<file path="config.mk">
export PLATFORM = sky130hd
export DESIGN_NAME = timer
export DESIGN_NICKNAME = d
export VERILOG_FILES = /design/src/mips_pkg.sv /design/src/timer.sv
export VERILOG_INCLUDE_DIRS = /design/src /design/src/include
export SDC_FILE = /design/constraint.sdc
export NUM_CORES = 1
export LEC_CHECK = 0
export BUFFER_PORTS_ARGS = -buffer_cell sky130_fd_sc_hd__buf_2
export CAP_MARGIN = 5
export CORE_UTILIZATION = 49
export DETAILED_ROUTE_END_ITERATION = 12
export GPL_ROUTABILITY_DRIVEN = 0
export PLACE_DENSITY = 0.75
export SYNTH_ARGS = -nofsm -noshare
export SYNTH_HDL_FRONTEND = slang
export SYNTH_SLANG_ARGS = --single-unit
</file>
<file path="constraint.sdc">
create_clock -name clock -period 1.98 [get_ports clock]
set_clock_uncertainty 0.15 [all_clocks]
set_input_delay 0.099 -clock clock [delete_from_list [all_inputs] [get_ports clock]]
set_output_delay 0.099 -clock clock [all_outputs]
set_load 0.03 [all_outputs]
</file>
<file path="src/include/mips_defs.svh">
// ##############################
// opcode, function code and memory-map macros
// included by the package and the decoder
// ##############################
`ifndef MIPS_DEFS_SVH
`define MIPS_DEFS_SVH

// primary opcodes
`define OP_RTYPE 6'h00
`define OP_J     6'h02
`define OP_BEQ   6'h04
`define OP_BNE   6'h05
`define OP_ADDI  6'h08
`define OP_ANDI  6'h0c
`define OP_ORI   6'h0d
`define OP_XORI  6'h0e
`define OP_LUI   6'h0f
`define OP_COP0  6'h10
`define OP_LB    6'h20
`define OP_SB    6'h28
`define OP_LD    6'h37
`define OP_SD    6'h3f

// r-type function codes
`define FN_SLL 6'h00
`define FN_SRL 6'h02
`define FN_SRA 6'h03
`define FN_JR  6'h08
`define FN_ADD 6'h20
`define FN_SUB 6'h22
`define FN_AND 6'h24
`define FN_OR  6'h25
`define FN_XOR 6'h26
`define FN_NOR 6'h27
`define FN_SLT 6'h2a

// coprocessor 0 rs field, eret function code
`define C0_MF   5'h00
`define C0_MT   5'h04
`define C0_CO   5'h10
`define FN_ERET 6'h18

// io addresses sit outside data memory, sign-extended so lui/ori can form them
`define MIPS_TIMER_ADDR   64'hFFFF_FFFF_FFFF_001C
`define MIPS_TIMER_ACK    64'hFFFF_FFFF_FFFF_006C
`define MIPS_HANDLER_ADDR 64'h0000_0000_0000_0200

`endif

</file>
<file path="src/mips_pkg.sv">
// ##############################
// shared widths, types and constants for the
// single-cycle machine, used by scoped name
// ##############################
package mips_pkg;
    `include "mips_defs.svh"

    typedef logic [63:0] word_t;
    typedef logic [31:0] inst_t;
    typedef logic [4:0]  reg_addr_t;

    typedef enum logic [2:0] {
        ALU_ADD = 3'd0,
        ALU_SUB = 3'd1,
        ALU_AND = 3'd2,
        ALU_OR  = 3'd3,
        ALU_XOR = 3'd4,
        ALU_NOR = 3'd5
    } alu_op_e;

    typedef enum logic [1:0] {
        PC_SEQ    = 2'd0,
        PC_BRANCH = 2'd1,
        PC_JUMP   = 2'd2,
        PC_REG    = 2'd3
    } pc_src_e;

    typedef enum logic [1:0] {
        B_REG      = 2'd0,
        B_SIGN_IMM = 2'd1,
        B_ZERO_IMM = 2'd2
    } b_src_e;

    // decoder output, one bit per datapath control
    typedef struct packed {
        alu_op_e alu_op;
        b_src_e  b_src;
        pc_src_e pc_src;
        logic    reg_write;
        logic    rd_from_rt;
        logic    mem_read;
        logic    dword_we;
        logic    byte_we;
        logic    byte_load;
        logic    slt;
        logic    lui;
        logic    shift_sel;
        logic    shift_right;
        logic    shift_arith;
        logic    mfc0;
        logic    mtc0;
        logic    eret;
    } ctrl_t;

    typedef struct packed {
        logic      valid;
        reg_addr_t addr;
        word_t     data;
    } wb_t;

    localparam word_t TIMER_ADDR     = `MIPS_TIMER_ADDR;
    localparam word_t TIMER_ACK_ADDR = `MIPS_TIMER_ACK;
    localparam word_t HANDLER_ADDR   = `MIPS_HANDLER_ADDR;

    localparam int DMEM_WORDS = 512;

    localparam reg_addr_t CP0_STATUS = 5'd12;
    localparam reg_addr_t CP0_CAUSE  = 5'd13;
    localparam reg_addr_t CP0_EPC    = 5'd14;
endpackage

</file>
<file path="src/timer.sv">
// ##############################
// free-running cycle counter with compare irq
// irq holds until acknowledged
// ##############################
module timer (
    input  logic            clock,
    input  logic            arst_n,
    input  mips_pkg::word_t w_data,
    input  logic            cmp_we,
    input  logic            ack_we,
    output mips_pkg::word_t cycle,
    output logic            irq
);
    mips_pkg::word_t cmp;

    always_ff @(posedge clock or negedge arst_n) begin
        if (!arst_n) begin
            cycle <= '0;
            cmp   <= '1;
            irq   <= 1'b0;
        end else begin
            cycle <= cycle + 64'd1;
            if (cmp_we) begin
                cmp <= w_data;
            end
            // ack wins over a match on the same edge
            if (ack_we) begin
                irq <= 1'b0;
            end else if (cycle == cmp) begin
                irq <= 1'b1;
            end
        end
    end
endmodule

</file>
==> flow_summary.ini <==
[global_routing]
grt_use_total = 0.276
grt_pass1_vias = 5116
grt-ovfl-total = 0
antenna_found_initial = 0
grt_start_max_net_pins = 66
grt_pass1_wl_mm = 26.4

[power]
intPower_w = 0.00528
p_clk_frac = 0.469
power_frac_seq = 0.444
power_density_nw_per_um2 = 711
power.share.combinational = 0.088
irDropWorstVdd_mv = 0.572
p_switching_w = 0.00143
leakage_nw = 4.39
netSwitchingFraction = 0.213

[critical_path]
crit_type = flop to flop
critPathMaxFanout = 5
cp-end-kind = flop
r2r_slack_ns = -0.13
worstPathRequired_ns = 2.17
cpPeakStageDelay_ns = 0.64
cp_top_family = simple AND/OR/NAND/NOR gates
slowest_stage = or4_4
reg2reg_from = cycle[18]
reg2reg_to = cycle[57]
crit_path_start_kind = flop
cp.arrival_ns = 2.30
reg2reg_depth = 5
path_cells = nand4_1 -> or4_4 -> buf_6 -> nor4_4 -> xor2_1
path_buf_inv = 1

[logic_synthesis]
seq_area_frac_synth = 0.541
yosysMostFrequentCell = xnor2_1
synth_nets = 555
syn_area_per_cell_um2 = 12.6
synth_edf_count = 0
async_reset_ff_frac = 1.00
synth_seq_cells = 129
netlist_area_um2 = 6120
synth_common_cells = xnor2_1 (96), dfrtp_1 (65), dfstp_2 (64), mux2_2 (64), nand4_1 (35)
yosysTopAreaCellShare = 0.275
synthFlopType = dfrtp_1
yosys_warnings = 0
synth_cells = 486
synth_cell_types = 29
synth_top_cell_by_area = dfstp_2
yosys-top-cells-area = dfstp_2 (27%), dfrtp_1 (27%), xnor2_1 (14%), mux2_2 (12%), xor2_1 (4.3%)

[routing]
vias_per_cell = 5.34
ant_nets = 0
first_iter_violations = 340
wl_mm = 18.1
routedWlPerCell_um = 18.6
drc = 0
via_count = 5206
first_pass_iters = 5

[die]
die_h_um = 114
die_x_um = 114
design.die.area_um2 = 12900
core_um2 = 12100
row_count = 40
start_util = 0.505
io_pins = 133

[timing]
slew_headroom = 0.732
fin_hold_ws_ns = 0.0145
finalWorstSetupSlack_ns = -0.131
setup_viol = 7
finalCritPeriodShare = 1.07
tightest_slew_ns = 0.402
rsz0062_at_grt = true
slew_viol_final = 0
clock.fmax_mhz = 474
post-route-min-period_ns = 2.11
hold_viol_final = 0

[cells_and_area]
diodes = 0
nets = 862
syn_to_final_growth_pct = 54.4
drive_gt1_frac = 0.610

[clock_network]
cts_tree = done
cts_htree_levels = 4
clock_latency_ns = 0.43
cts_buffer_depth = 2
cts_sinks = 129
clk_pin_slew_ns = 0.05
cts_buffers = 17
cts-root-buf = clkbuf_16

[outcome]
outcome = complete, but fails checks
violations = setup timing

[placed_design]
port-buffer-count = 132
dpl.hpwl_mm = 11.7
dp_slack_ns = -0.190

[hold_path]
min_path_type = input pin to async pin

[flow_run]
cap_violations = 0
## registers in the layout (all words and copies together), names as in the netlist
name	flops
cmp	64
cycle	64
irq	1
## final cells by class
class / count / area (um^2)
Timing Repair Buffer: 304 / 2180
Multi-Input combinational cell: 334 / 3070
Clock inverter: 5 / 75.1
Sequential cell: 129 / 3360
Inverter: 7 / 26.3
Clock buffer: 27 / 523
Fill cell: 701 / 2670
Tap cell: 168 / 210
## cell families after synthesis
group / Yosys count / share of synthesized area
AO/OA/AOI/OAI: 1 / 0.000817
XOR/XNOR: 126 / 0.180
adder cells (fa/ha/maj): 1 / 0.00204
buffers and inverters: 23 / 0.0159
flip-flops: 129 / 0.541
multiplexers: 64 / 0.118
AND/OR/NAND/NOR: 142 / 0.143
## worst max path at each step
stage / start / to / depth (start not counted)
after global placement: cmp[10] / irq / 7
after global routing: cycle[49] / cycle[63] / 5
after detailed placement: cycle[40] / irq / 7
after floorplan: cycle[31] / cycle[54] / 6
after CTS: cycle[0] / cycle[57] / 6
final: cycle[18] / cycle[57] / 5
## metrics by stage
step	total power, W	util	instances	area, um^2	TNS (ns)
final	0.00671	0.780	974	9450	-0.343
after global routing	0.00693	0.780	974	9450	-1.26
after CTS	0.00672	0.749	947	9070	-0.174
after detailed placement	0.00349	0.637	844	7710	-0.449
after global placement	0.00346	0.637	844	7710	-0.177
after floorplan	0.00326	-	486	6350	-2.31
## what timing repair did
action | CTS | global route
resized for setup | 10 | 40
pin swaps | 7 | 34
setup buffers | 5 | 29
hold buffers | 66 | 0
endpoints found under the setup margin | 13 | 32
endpoints found under the hold margin | 151 | 0
## power groups by stage
stage / sequential (W) / clock (W) / combinational (W)
after floorplan: 0.00298 / 0 / 0.000280
after detailed placement: 0.00301 / 0 / 0.000476
after global placement: 0.00300 / 0 / 0.000461
after global routing: 0.00300 / 0.00330 / 0.000635
after CTS: 0.00297 / 0.00316 / 0.000584
final: 0.00298 / 0.00315 / 0.000589
## layer usage
layer	track usage	vias up	wire length (um)
met2	0.448	252	9100
met4	0.141	0	615
li1	-	2324	-
met1	0.352	2584	7200
met3	0.0558	46	1210
met5	0	-	0
## placed cells by master (no fill, tap or decap), types with 6 or more instances in the layout
master | netlist | layout
and3_1 | 14 | 10
and4_4 | 2 | 8
buf_2 | 3 | 131
buf_4 | 0 | 98
buf_6 | 1 | 6
clkbuf_16 | 0 | 17
clkbuf_8 | 0 | 6
dfrtp_1 | 65 | 23
dfrtp_2 | 0 | 42
dfstp_2 | 64 | 64
dlygate4sd3_1 | 0 | 66
inv_1 | 7 | 7
mux2_2 | 64 | 64
nand2_1 | 18 | 17
nand3_1 | 21 | 19
nand4_1 | 35 | 35
nor4_2 | 4 | 6
nor4_4 | 1 | 7
xnor2_1 | 96 | 89
xor2_1 | 30 | 29
Note: power is estimated with default switching activity, not from simulation.
