## src/include/mips_defs.svh

```systemverilog
// ##############################
// opcode, function code and memory-map macros
// included by the package and the decoder
// ##############################
`ifndef MIPS_DEFS_SVH
`define MIPS_DEFS_SVH

// primary opcodes
`define OP_RTYPE 6'h00
`define OP_J     6'h02
`define OP_BEQ   6'h04
`define OP_BNE   6'h05
`define OP_ADDI  6'h08
`define OP_ANDI  6'h0c
`define OP_ORI   6'h0d
`define OP_XORI  6'h0e
`define OP_LUI   6'h0f
`define OP_COP0  6'h10
`define OP_LB    6'h20
`define OP_SB    6'h28
`define OP_LD    6'h37
`define OP_SD    6'h3f

// r-type function codes
`define FN_SLL 6'h00
`define FN_SRL 6'h02
`define FN_SRA 6'h03
`define FN_JR  6'h08
`define FN_ADD 6'h20
`define FN_SUB 6'h22
`define FN_AND 6'h24
`define FN_OR  6'h25
`define FN_XOR 6'h26
`define FN_NOR 6'h27
`define FN_SLT 6'h2a

// coprocessor 0 rs field, eret function code
`define C0_MF   5'h00
`define C0_MT   5'h04
`define C0_CO   5'h10
`define FN_ERET 6'h18

// io addresses sit outside data memory, sign-extended so lui/ori can form them
`define MIPS_TIMER_ADDR   64'hFFFF_FFFF_FFFF_001C
`define MIPS_TIMER_ACK    64'hFFFF_FFFF_FFFF_006C
`define MIPS_HANDLER_ADDR 64'h0000_0000_0000_0200

`endif

```

## src/mips_pkg.sv

```systemverilog
// ##############################
// shared widths, types and constants for the
// single-cycle machine, used by scoped name
// ##############################
package mips_pkg;
    `include "mips_defs.svh"

    typedef logic [63:0] word_t;
    typedef logic [31:0] inst_t;
    typedef logic [4:0]  reg_addr_t;

    typedef enum logic [2:0] {
        ALU_ADD = 3'd0,
        ALU_SUB = 3'd1,
        ALU_AND = 3'd2,
        ALU_OR  = 3'd3,
        ALU_XOR = 3'd4,
        ALU_NOR = 3'd5
    } alu_op_e;

    typedef enum logic [1:0] {
        PC_SEQ    = 2'd0,
        PC_BRANCH = 2'd1,
        PC_JUMP   = 2'd2,
        PC_REG    = 2'd3
    } pc_src_e;

    typedef enum logic [1:0] {
        B_REG      = 2'd0,
        B_SIGN_IMM = 2'd1,
        B_ZERO_IMM = 2'd2
    } b_src_e;

    // decoder output, one bit per datapath control
    typedef struct packed {
        alu_op_e alu_op;
        b_src_e  b_src;
        pc_src_e pc_src;
        logic    reg_write;
        logic    rd_from_rt;
        logic    mem_read;
        logic    dword_we;
        logic    byte_we;
        logic    byte_load;
        logic    slt;
        logic    lui;
        logic    shift_sel;
        logic    shift_right;
        logic    shift_arith;
        logic    mfc0;
        logic    mtc0;
        logic    eret;
    } ctrl_t;

    typedef struct packed {
        logic      valid;
        reg_addr_t addr;
        word_t     data;
    } wb_t;

    localparam word_t TIMER_ADDR     = `MIPS_TIMER_ADDR;
    localparam word_t TIMER_ACK_ADDR = `MIPS_TIMER_ACK;
    localparam word_t HANDLER_ADDR   = `MIPS_HANDLER_ADDR;

    localparam int DMEM_WORDS = 512;

    localparam reg_addr_t CP0_STATUS = 5'd12;
    localparam reg_addr_t CP0_CAUSE  = 5'd13;
    localparam reg_addr_t CP0_EPC    = 5'd14;
endpackage

```

## src/cp0.sv

```systemverilog
// ##############################
// coprocessor 0: status, cause and epc
// decides when the timer interrupt is taken
// ##############################
module cp0 (
    input  logic                clock,
    input  logic                arst_n,
    input  mips_pkg::word_t     w_data,
    input  mips_pkg::reg_addr_t reg_sel,
    input  logic                mtc0,
    input  logic                eret,
    input  logic                irq,
    input  mips_pkg::word_t     next_pc,
    output mips_pkg::word_t     r_data,
    output mips_pkg::word_t     epc,
    output logic                taken_interrupt
);
    mips_pkg::word_t status;
    mips_pkg::word_t cause;

    // cause bit 15 mirrors the pending timer line
    assign cause = {48'b0, irq, 15'b0};

    // ie set, exl clear
    assign taken_interrupt = irq & status[0] & ~status[1];

    always_comb begin
        case (reg_sel)
            mips_pkg::CP0_STATUS: r_data = status;
            mips_pkg::CP0_CAUSE:  r_data = cause;
            mips_pkg::CP0_EPC:    r_data = epc;
            default:              r_data = '0;
        endcase
    end

    always_ff @(posedge clock or negedge arst_n) begin
        if (!arst_n) begin
            status <= '0;
            epc    <= '0;
        end else begin
            if (mtc0 && reg_sel == mips_pkg::CP0_STATUS) begin
                status <= w_data;
            end
            if (mtc0 && reg_sel == mips_pkg::CP0_EPC) begin
                epc <= w_data;
            end
            if (eret) begin
                status[1] <= 1'b0;
            end
            // taking the interrupt overrides any write above
            if (taken_interrupt) begin
                epc       <= next_pc;
                status[1] <= 1'b1;
            end
        end
    end
endmodule

```

## config.mk

```make
export PLATFORM = sky130hd
export DESIGN_NAME = cp0
export DESIGN_NICKNAME = d
export VERILOG_FILES = /design/src/mips_pkg.sv /design/src/cp0.sv
export VERILOG_INCLUDE_DIRS = /design/src /design/src/include
export SDC_FILE = /design/constraint.sdc
export NUM_CORES = 1
export LEC_CHECK = 0
export ABC_AREA = 1
export ABC_CLOCK_PERIOD_IN_PS = 3600
export BUFFER_PORTS_ARGS = -buffer_cell sky130_fd_sc_hd__buf_2
export CAP_MARGIN = 20
export CORE_ASPECT_RATIO = 1.1
export CORE_MARGIN = 1.5
export CORE_UTILIZATION = 54
export DETAILED_ROUTE_END_ITERATION = 8
export PLACE_DENSITY = 0.92
export REMOVE_ABC_BUFFERS = 1
export SYNTH_ARGS = -nofsm -noshare
export SYNTH_HDL_FRONTEND = slang
export SYNTH_SLANG_ARGS = --single-unit
```

## constraint.sdc

```tcl
create_clock -name clock -period 3.6 [get_ports clock]
set_clock_uncertainty 0.2 [all_clocks]
set_input_delay 1.08 -clock clock [delete_from_list [all_inputs] [get_ports clock]]
set_output_delay 1.08 -clock clock [all_outputs]
set_load 0.05 [all_outputs]
```

==> results.ini <==
[sta]
final_hold_viol_count=0
final.hold.worst_slack_ps=292
worst_pin_slew_ps=912
setup_slack_ps=97.5
final-max-slew-violation-count=0
relSlewSlack=0.392
finalCriticalPeriod_ps=3500
max_freq_mhz=286
setup_viol=0
grt_setup_unrepaired=false
layout_worst_path_cycle_share=0.973

[setup_path]
setup.worst_path.start_class=primary input
timing.critical_path.mode_cell=sky130_fd_sc_hd__buf_2
path_cells=buf_2, nor2_4, buf_12, nand3_1, nand2_1, buf_2
worst_path_largest_cell_delay_ps=270
crit_fanout=28
critical_path.endpoint_type=primary output
critPathArrivalTime_ps=2220
worst-setup-path-type=primary input to primary output
critPathRequiredTime_ps=2320
cp.buffers_inverters=3
path_delay_family=buffers and inverters
critPathSlowestCell=sky130_fd_sc_hd__nor2_4

[synthesis]
synthesized_cell_area_mm2=0.00734
ys_top_cells_by_area=sky130_fd_sc_hd__dfrtp_1 (44%), sky130_fd_sc_hd__nand2_1 (23%), sky130_fd_sc_hd__nand3_1 (9.2%)
yosysUniqueCellTypes=18
share_of_the_synthesized_area_in_the_top_cell_type=0.437
ys_seq_area_frac=0.437
synth_seq_cells=128
synthesis.instances=988
ys_warn_count=0
synth_largest_area_cell=sky130_fd_sc_hd__dfrtp_1
avgSynthCellArea_um2=7.42

[hold_path]
min-delay-path-class=register to register

[floorplan]
core_area_mm2=0.0132
floorplan.die.width_um=114
initial_cell_density_of_the_core=0.555
floorplan.die_area_mm2=0.0143
pin_count=267
std_cell_rows=44
die_height_um=125

[placed_design]
standard_cell_area_after_detailed_placement_mm2=0.00868
worst_slack_at_placement_ps=123
port_buffers=266
detailedPlacementHpwl_um=14100
gp_congestion=0.855

[route]
drc=0
routed_wire_per_std_cell_um=15.4
finalWirelength_um=21500
routed_via_density=5.42
drtAntennaViolNets=0
route.vias.total=7555
drt_pre_antenna_iters=5
drtIter0Drc=660

[power]
p_leak_uw=0.00562
internal_power_uw=3920
comb_power_share=0.391
share_clk_of_total_power=0.274
net_switching_fraction_of_the_power=0.447
seqPwrFrac=0.335
cellPowerDensity_mw_per_mm2=757
ir_worst_vdd_mv=0.433
switching_power_uw=3160

[clock_tree]
cts_tree=done
post_cts_buffers=0
cts_max_path_buffers=2
cts-hold-fix-buffers=0
post_cts_resized=0
clock_insertion_delay_worst_skew_ps=420
path_clk_slew_ps=60
cts_inserted_buffers=17
clock_tree.root_cell=sky130_fd_sc_hd__clkbuf_16
htree_depth=4
tritoncts_num_sinks=128

[flow_run]
maxCapViolCount=0

[finish]
area.growth.synth_to_final_pct=27.5
drive_gt1_frac=0.315
postLayoutCellArea_mm2=0.00935
layout.core_utilization=0.708
final_net_count=1356

[global_routing]
grt_remaining_overflow=0
global_route.usage.total=0.306
antenna_found_initial=1
grt_start_max_net_pins=131
grt_pass1_wl_um=34500
grt_pass1_vias=7213

[outcome]
result_of_the_run=complete, no violations

## power by group through the flow
stage	Sequential [uW]	Combinational [uW]	Clock, uW
finish	2370	2770	1940
global route	2430	2940	2020
global placement	2360	2710	0
CTS	2370	2780	1960
detailed placement	2390	2770	0
floorplan	3540	804	0
## metal layers
metal  wire length (um)  GRT usage  share of wire  up-vias
met3               1680     0.0577          0.078       69
met4                750      0.159          0.035        0
met2              10800      0.526           0.50      399
li1                   -          -              -     3579
met5                  0          0              0        -
met1               8290      0.363           0.39     3508
## flip-flops by register name, indices dropped and copies added (netlist names)
register	cells
status	64
epc	64
## worst min-delay path, delay by kind of cell (launching register included)
kind	cells	cell delay, ps
flops	1	340
compound gates	1	60
simple gates	1	50
## kinds of logic after synthesis
family	share of synthesized area
flops	0.437
simple gates	0.416
compound gates	0.0430
buf+inv	0.104
## layout by cell type (no fill, tap or decap)
cell	instances
sky130_fd_sc_hd__nor3_1	1
sky130_fd_sc_hd__clkinv_4	3
sky130_fd_sc_hd__clkinv_2	1
sky130_fd_sc_hd__buf_2	265
sky130_fd_sc_hd__nand3_4	3
sky130_fd_sc_hd__inv_2	2
sky130_fd_sc_hd__nand2_1	448
sky130_fd_sc_hd__bufinv_16	5
sky130_fd_sc_hd__clkbuf_8	3
sky130_fd_sc_hd__nand2_4	1
sky130_fd_sc_hd__diode_2	1
sky130_fd_sc_hd__nand3_1	135
sky130_fd_sc_hd__nand3_2	60
sky130_fd_sc_hd__dfrtp_1	128
sky130_fd_sc_hd__clkinvlp_4	2
sky130_fd_sc_hd__nor2_4	4
sky130_fd_sc_hd__clkbuf_16	17
sky130_fd_sc_hd__inv_6	1
sky130_fd_sc_hd__buf_12	11
sky130_fd_sc_hd__nand4_1	1
sky130_fd_sc_hd__nor2_1	2
sky130_fd_sc_hd__buf_4	10
sky130_fd_sc_hd__inv_1	65
sky130_fd_sc_hd__o21ai_1	63
## path summary, 6_finish.rpt
path	to	slack (ps)	cells after the start	startpoint
worst max register to register	epc[18]	1480	6	status[0]
worst min register to register	status[34]	290	2	status[34]
worst max-delay path	r_data[45]	100	6	reg_sel[0]
worst min-delay path	status[34]	290	2	status[34]
min in group asynchronous	epc[22]	370	1	arst_n
max in group asynchronous	status[12]	2160	2	arst_n
## synthesized netlist by cell type, drive strengths merged
library cell,number
nand2,449
nand3,198
dfrtp,128
inv,67
buf,64
o21ai,63
clkbuf,11
nor2,6
nand4,1
nor3,1
## cell type report
type	instances	area (um2)
Tap cell	161	201
Multi-Input combinational cell	718	3400
Clock buffer	20	467
Sequential cell	128	3200
Antenna cell	1	2.50
Inverter	67	251
Fill cell	1040	3860
Timing Repair Buffer	286	1620
Clock inverter	12	205
## per-stage QoR
stage | instances | power, uW | setup TNS (ps)
after floorplan | 913 | 4340 | -310640
after global placement | 1360 | 5080 | 0
after global routing | 1393 | 7390 | 0
after detailed placement | 1360 | 5160 | 0
after CTS | 1392 | 7110 | 0
final | 1393 | 7080 | 0
Note: power is estimated with default switching activity, not from simulation.
