## src/include/mips_defs.svh

```systemverilog
// ##############################
// opcode, function code and memory-map macros
// included by the package and the decoder
// ##############################
`ifndef MIPS_DEFS_SVH
`define MIPS_DEFS_SVH

// primary opcodes
`define OP_RTYPE 6'h00
`define OP_J     6'h02
`define OP_BEQ   6'h04
`define OP_BNE   6'h05
`define OP_ADDI  6'h08
`define OP_ANDI  6'h0c
`define OP_ORI   6'h0d
`define OP_XORI  6'h0e
`define OP_LUI   6'h0f
`define OP_COP0  6'h10
`define OP_LB    6'h20
`define OP_SB    6'h28
`define OP_LD    6'h37
`define OP_SD    6'h3f

// r-type function codes
`define FN_SLL 6'h00
`define FN_SRL 6'h02
`define FN_SRA 6'h03
`define FN_JR  6'h08
`define FN_ADD 6'h20
`define FN_SUB 6'h22
`define FN_AND 6'h24
`define FN_OR  6'h25
`define FN_XOR 6'h26
`define FN_NOR 6'h27
`define FN_SLT 6'h2a

// coprocessor 0 rs field, eret function code
`define C0_MF   5'h00
`define C0_MT   5'h04
`define C0_CO   5'h10
`define FN_ERET 6'h18

// io addresses sit outside data memory, sign-extended so lui/ori can form them
`define MIPS_TIMER_ADDR   64'hFFFF_FFFF_FFFF_001C
`define MIPS_TIMER_ACK    64'hFFFF_FFFF_FFFF_006C
`define MIPS_HANDLER_ADDR 64'h0000_0000_0000_0200

`endif

```

## src/mips_pkg.sv

```systemverilog
// ##############################
// shared widths, types and constants for the
// single-cycle machine, used by scoped name
// ##############################
package mips_pkg;
    `include "mips_defs.svh"

    typedef logic [63:0] word_t;
    typedef logic [31:0] inst_t;
    typedef logic [4:0]  reg_addr_t;

    typedef enum logic [2:0] {
        ALU_ADD = 3'd0,
        ALU_SUB = 3'd1,
        ALU_AND = 3'd2,
        ALU_OR  = 3'd3,
        ALU_XOR = 3'd4,
        ALU_NOR = 3'd5
    } alu_op_e;

    typedef enum logic [1:0] {
        PC_SEQ    = 2'd0,
        PC_BRANCH = 2'd1,
        PC_JUMP   = 2'd2,
        PC_REG    = 2'd3
    } pc_src_e;

    typedef enum logic [1:0] {
        B_REG      = 2'd0,
        B_SIGN_IMM = 2'd1,
        B_ZERO_IMM = 2'd2
    } b_src_e;

    // decoder output, one bit per datapath control
    typedef struct packed {
        alu_op_e alu_op;
        b_src_e  b_src;
        pc_src_e pc_src;
        logic    reg_write;
        logic    rd_from_rt;
        logic    mem_read;
        logic    dword_we;
        logic    byte_we;
        logic    byte_load;
        logic    slt;
        logic    lui;
        logic    shift_sel;
        logic    shift_right;
        logic    shift_arith;
        logic    mfc0;
        logic    mtc0;
        logic    eret;
    } ctrl_t;

    typedef struct packed {
        logic      valid;
        reg_addr_t addr;
        word_t     data;
    } wb_t;

    localparam word_t TIMER_ADDR     = `MIPS_TIMER_ADDR;
    localparam word_t TIMER_ACK_ADDR = `MIPS_TIMER_ACK;
    localparam word_t HANDLER_ADDR   = `MIPS_HANDLER_ADDR;

    localparam int DMEM_WORDS = 512;

    localparam reg_addr_t CP0_STATUS = 5'd12;
    localparam reg_addr_t CP0_CAUSE  = 5'd13;
    localparam reg_addr_t CP0_EPC    = 5'd14;
endpackage

```

## src/mips_decoder.sv

```systemverilog
// ##############################
// instruction decoder, combinational
// anything outside the supported set raises except
// ##############################
`include "mips_defs.svh"

module mips_decoder (
    input  mips_pkg::inst_t inst,
    output mips_pkg::ctrl_t ctrl,
    output logic            except
);
    logic [5:0] opcode;
    logic [5:0] funct;
    logic [4:0] rs;

    assign opcode = inst[31:26];
    assign funct  = inst[5:0];
    assign rs     = inst[25:21];

    always_comb begin
        // all write enables off unless a legal encoding turns them on
        ctrl   = '0;
        except = 1'b0;
        case (opcode)
            `OP_RTYPE: begin
                ctrl.reg_write = 1'b1;
                case (funct)
                    `FN_ADD: ctrl.alu_op = mips_pkg::ALU_ADD;
                    `FN_SUB: ctrl.alu_op = mips_pkg::ALU_SUB;
                    `FN_AND: ctrl.alu_op = mips_pkg::ALU_AND;
                    `FN_OR:  ctrl.alu_op = mips_pkg::ALU_OR;
                    `FN_XOR: ctrl.alu_op = mips_pkg::ALU_XOR;
                    `FN_NOR: ctrl.alu_op = mips_pkg::ALU_NOR;
                    `FN_SLT: begin
                        ctrl.alu_op = mips_pkg::ALU_SUB;
                        ctrl.slt    = 1'b1;
                    end
                    `FN_SLL: ctrl.shift_sel = 1'b1;
                    `FN_SRL: begin
                        ctrl.shift_sel   = 1'b1;
                        ctrl.shift_right = 1'b1;
                    end
                    `FN_SRA: begin
                        ctrl.shift_sel   = 1'b1;
                        ctrl.shift_right = 1'b1;
                        ctrl.shift_arith = 1'b1;
                    end
                    `FN_JR: begin
                        ctrl.reg_write = 1'b0;
                        ctrl.pc_src    = mips_pkg::PC_REG;
                    end
                    default: begin
                        ctrl.reg_write = 1'b0;
                        except         = 1'b1;
                    end
                endcase
            end
            `OP_ADDI, `OP_ANDI, `OP_ORI, `OP_XORI: begin
                ctrl.reg_write  = 1'b1;
                ctrl.rd_from_rt = 1'b1;
                ctrl.b_src      = (opcode == `OP_ADDI) ? mips_pkg::B_SIGN_IMM
                                                       : mips_pkg::B_ZERO_IMM;
                case (opcode)
                    `OP_ANDI: ctrl.alu_op = mips_pkg::ALU_AND;
                    `OP_ORI:  ctrl.alu_op = mips_pkg::ALU_OR;
                    `OP_XORI: ctrl.alu_op = mips_pkg::ALU_XOR;
                    default:  ctrl.alu_op = mips_pkg::ALU_ADD;
                endcase
            end
            `OP_LUI: begin
                ctrl.reg_write  = 1'b1;
                ctrl.rd_from_rt = 1'b1;
                ctrl.lui        = 1'b1;
            end
            `OP_BEQ, `OP_BNE: begin
                ctrl.alu_op = mips_pkg::ALU_SUB;
                ctrl.pc_src = mips_pkg::PC_BRANCH;
            end
            `OP_J: ctrl.pc_src = mips_pkg::PC_JUMP;
            `OP_LD, `OP_LB: begin
                ctrl.b_src      = mips_pkg::B_SIGN_IMM;
                ctrl.reg_write  = 1'b1;
                ctrl.rd_from_rt = 1'b1;
                ctrl.mem_read   = 1'b1;
                ctrl.byte_load  = (opcode == `OP_LB);
            end
            `OP_SD, `OP_SB: begin
                ctrl.b_src    = mips_pkg::B_SIGN_IMM;
                ctrl.dword_we = (opcode == `OP_SD);
                ctrl.byte_we  = (opcode == `OP_SB);
            end
            `OP_COP0: begin
                if (rs == `C0_MF) begin
                    ctrl.reg_write  = 1'b1;
                    ctrl.rd_from_rt = 1'b1;
                    ctrl.mfc0       = 1'b1;
                end else if (rs == `C0_MT) begin
                    ctrl.mtc0 = 1'b1;
                end else if (rs == `C0_CO && funct == `FN_ERET) begin
                    ctrl.eret = 1'b1;
                end else begin
                    except = 1'b1;
                end
            end
            default: except = 1'b1;
        endcase
    end
endmodule

```

## config.mk

```make
export PLATFORM = sky130hd
export DESIGN_NAME = mips_decoder
export DESIGN_NICKNAME = d
export VERILOG_FILES = /design/src/mips_pkg.sv /design/src/mips_decoder.sv
export VERILOG_INCLUDE_DIRS = /design/src /design/src/include
export SDC_FILE = /design/constraint.sdc
export NUM_CORES = 1
export LEC_CHECK = 0
export BUFFER_PORTS_ARGS = -buffer_cell sky130_fd_sc_hd__buf_2
export CAP_MARGIN = 20
export CORE_UTILIZATION = 40
export DETAILED_ROUTE_END_ITERATION = 16
export PLACE_DENSITY = 0.85
export SLEW_MARGIN = 20
export SYNTH_ARGS = -nofsm -noshare
export SYNTH_HDL_FRONTEND = slang
export SYNTH_SLANG_ARGS = --single-unit
```

## constraint.sdc

```tcl
create_clock -name vclk -period 1.5
set_input_delay 0.075 -clock vclk [all_inputs]
set_output_delay 0.075 -clock vclk [all_outputs]
set_load 0.005 [all_outputs]
```

==> results_tabular.tex <==
\begin{tabular}{lr}
\hline
Metric & Value \\
\hline
\multicolumn{2}{l}{\textbf{Run status}} \\
Result of the run & finished with violations \\
Violated checks & negative setup slack \\
\multicolumn{2}{l}{\textbf{Final layout}} \\
Number of clock buffers in the layout & 0 \\
Register Area & 0 um2 \\
Area Growth Syn to Fin & 80.9\% \\
Area of the multi-input gates & 577 um2 \\
Number of flip-flops and latches & 0 \\
Filler Cells Inserted & 93 \\
Fraction of layout cells with a size suffix above 1 & 0.556 \\
Number of diodes & 0 \\
Layout Nets & 185 \\
\multicolumn{2}{l}{\textbf{Placed design}} \\
HPWL after DPL & 1860 um \\
Input/output buffers & 39 \\
Final estimated routing congestion in global placement & 0.892 \\
\multicolumn{2}{l}{\textbf{Critical path}} \\
Required time at the worst-slack endpoint & 1.42 ns \\
Critical Path AT & 1.45 ns \\
Largest delay share family, worst path & simple AND/OR/NAND/NOR gates \\
Highest-delay cell along the critical path & sky130\_fd\_sc\_hd\_\_or4\_4 \\
CP max FO & 2 \\
Crit-path cells & buf\_6 > or3\_1 > or4\_4 > a311o\_1 > buf\_2 \\
Critical Path Max Stage Delay & 0.49 ns \\
Sort of element at the start of the critical path & input pin \\
Count of buffering cells on the critical path with inverters included & 2 \\
Crit path capture type & primary output \\
CP Class & input pin to primary output \\
\multicolumn{2}{l}{\textbf{STA}} \\
Final Hold Slack & 0.479 ns \\
Highest achievable clock rate & 654 MHz \\
Setup Viol. Count Final & 1 \\
Number of max-slew violations in the final report & 0 \\
Max-Slew Margin vs Limit & 0.698 \\
Min setup slack post-route & -0.0293 ns \\
Sum of negative setup slack & -0.0293 ns \\
Min Clock Period, post-route & 1.53 ns \\
RSZ-0062 raised after global routing & true \\
Least-Margin Pin Slew & 0.449 ns \\
Ratio of final minimum period to clock period & 1.02 \\
Final Hold Viols & 0 \\
\multicolumn{2}{l}{\textbf{Synthesis}} \\
Total nets after synthesis & 123 \\
Top cell type by total area after synthesis & sky130\_fd\_sc\_hd\_\_nor2\_1 \\
Cell types with the largest area share after synthesis & sky130\_fd\_sc\_hd\_\_nor2\_1, sky130\_fd\_sc\_hd\_\_inv\_1, sky130\_fd\_sc\_hd\_\_nand2\_1, sky130\_fd\_sc\_hd\_\_nor4\_1, sky130\_fd\_sc\_hd\_\_nor4\_2 \\
Area share of the largest cell type after synthesis & 0.0622 \\
Per-instance average area after synthesis & 6.63 um2 \\
Sequential share of the synthesized area & 0 \\
Mapped Area & 603 um2 \\
Number of distinct library cells after synthesis & 44 \\
Mapped Cells & 91 \\
Yosys warning total & 0 \\
\multicolumn{2}{l}{\textbf{Power and ir drop}} \\
Combinational share of power & 1.000 \\
Clk network pwr share & 0 \\
Internal power contribution & 0.110 mW \\
Sequential share of power & 0 \\
Switching power share of the total & 0.491 \\
Static leakage power & 0.553 nW \\
Cell area power density & 199 mW/mm2 \\
Net switching power of the design & 0.106 mW \\
Peak ir drop on the vdd network & 0.115 mV \\
\multicolumn{2}{l}{\textbf{Die}} \\
Initial core utilization & 0.447 \\
Chip Height & 40.8 um \\
Die Span X & 40.8 um \\
Total number of placement rows & 13 \\
Total core area & 0.00135 mm2 \\
\# IOs & 54 \\
Die footprint & 0.00167 mm2 \\
\multicolumn{2}{l}{\textbf{Global routing}} \\
Total global-route track usage & 0.279 \\
Wire length of the first global-routing pass & 3240 um \\
GR Overflow Total & 0 \\
Antenna violations before repair & 0 \\
Via count of the first global-routing pass & 789 \\
Largest net degree at the start of global routing & 12 \\
\multicolumn{2}{l}{\textbf{Min path}} \\
Type of the most critical hold path & input pin to primary output \\
\multicolumn{2}{l}{\textbf{Run}} \\
Max capacitance violation total & 0 \\
\multicolumn{2}{l}{\textbf{Route}} \\
Detail-routed via count per cell & 5.93 \\
Remaining DRCs & 0 \\
Antenna violation net count after detailed routing & 0 \\
Number of violations reported at the end of detailed-routing iteration 0 & 25 \\
Routed len/inst & 14.5 um \\
Final Routed Wirelength & 2410 um \\
Via count & 985 \\
Router iterations before antenna repair & 4 \\
\multicolumn{2}{l}{\textbf{Clock network}} \\
Count of hold-fix buffers inserted at cts & 0 \\
\hline
\end{tabular}
[synthesized netlist by cell type, types with 2 or more instances]
master / instances
sky130_fd_sc_hd__a2111oi_0: 2
sky130_fd_sc_hd__o31ai_1: 2
sky130_fd_sc_hd__inv_1: 7
sky130_fd_sc_hd__o21ai_0: 4
sky130_fd_sc_hd__a211o_1: 2
sky130_fd_sc_hd__a21oi_1: 3
sky130_fd_sc_hd__clkbuf_1: 2
sky130_fd_sc_hd__nor4_1: 4
sky130_fd_sc_hd__nor2_1: 10
sky130_fd_sc_hd__nor4_2: 2
sky130_fd_sc_hd__nor3b_1: 2
sky130_fd_sc_hd__nor3_1: 3
sky130_fd_sc_hd__nand2b_1: 3
sky130_fd_sc_hd__buf_2: 3
sky130_fd_sc_hd__and3_1: 3
sky130_fd_sc_hd__nand2_1: 7
sky130_fd_sc_hd__nand3_1: 3
sky130_fd_sc_hd__or4_1: 3
[through the flow]
step	power [mW]	cell area [um2]	utilization	std cells	setup WS (ns)
after floorplan	0.0893	603	-	91	0.108
after global placement	0.175	971	0.719	164	-0.0811
after detailed placement	0.185	971	0.719	164	-0.131
after CTS	0.204	1060	0.785	165	-0.0466
after global routing	0.232	1090	0.808	166	-0.0653
final	0.217	1090	0.808	166	-0.0293
[worst paths after layout]
check	endpoint	depth (start not counted)	slack, ns	from
worst max-delay path	except	5	-0.03	inst[24]
worst min-delay path	ctrl[15]	3	0.48	inst[4]
[metal layers]
metal | global-route usage | vias up | routed length (um)
li1 | - | 478 | -
met1 | 0.304 | 444 | 966
met2 | 0.559 | 57 | 1270
met3 | 0.0272 | 6 | 132
met4 | 0.0583 | 0 | 39
met5 | 0 | - | 0
[what timing repair did]
action                                  CTS  global route
cloned                                    0             0
hold endpoints to repair                  0             0
pin swaps                                11             6
endpoints found under the setup margin    5             5
gates resized for setup                  19            10
buffers inserted                          1             1
[area by class of cell]
type / count / share of cell area
inverters: 7 / 0.0241
multi-input cells: 76 / 0.529
well taps: 15 / 0.0172
repair buffers: 68 / 0.430
[placed cells by master (no fill, tap or decap), types with 2 or more instances in the layout]
| cell type | Yosys | layout |
|---|---|---|
| sky130_fd_sc_hd__or4_4 | 1 | 3 |
| sky130_fd_sc_hd__o31ai_1 | 2 | 2 |
| sky130_fd_sc_hd__buf_2 | 3 | 30 |
| sky130_fd_sc_hd__nor4_4 | 1 | 3 |
| sky130_fd_sc_hd__nand2_1 | 7 | 7 |
| sky130_fd_sc_hd__a2111oi_1 | 0 | 2 |
| sky130_fd_sc_hd__buf_4 | 1 | 31 |
| sky130_fd_sc_hd__nor4_1 | 4 | 4 |
| sky130_fd_sc_hd__nor3b_1 | 2 | 2 |
| sky130_fd_sc_hd__a211o_1 | 2 | 2 |
| sky130_fd_sc_hd__nor3_1 | 3 | 3 |
| sky130_fd_sc_hd__nand2b_1 | 3 | 3 |
| sky130_fd_sc_hd__nand3_1 | 3 | 3 |
| sky130_fd_sc_hd__nor2_1 | 10 | 10 |
| sky130_fd_sc_hd__buf_6 | 1 | 5 |
| sky130_fd_sc_hd__o21ai_0 | 4 | 3 |
| sky130_fd_sc_hd__inv_1 | 7 | 7 |
| sky130_fd_sc_hd__and3_1 | 3 | 2 |
| sky130_fd_sc_hd__or4_1 | 3 | 2 |
| sky130_fd_sc_hd__a21oi_1 | 3 | 3 |
| sky130_fd_sc_hd__buf_8 | 0 | 2 |
[power groups by stage]
stage / clock [mW] / combinational (mW) / sequential [mW]
final: 0 / 0.217 / 0
after global routing: 0 / 0.232 / 0
after CTS: 0 / 0.204 / 0
after detailed placement: 0 / 0.185 / 0
after global placement: 0 / 0.175 / 0
after floorplan: 0 / 0.0893 / 0
[cell families after synthesis]
logic type      count (synthesis)  share of synthesized area
simple gates                   55                      0.606
buf+inv                        15                      0.124
compound gates                 21                      0.270
Power figures use the tool's default switching activity.
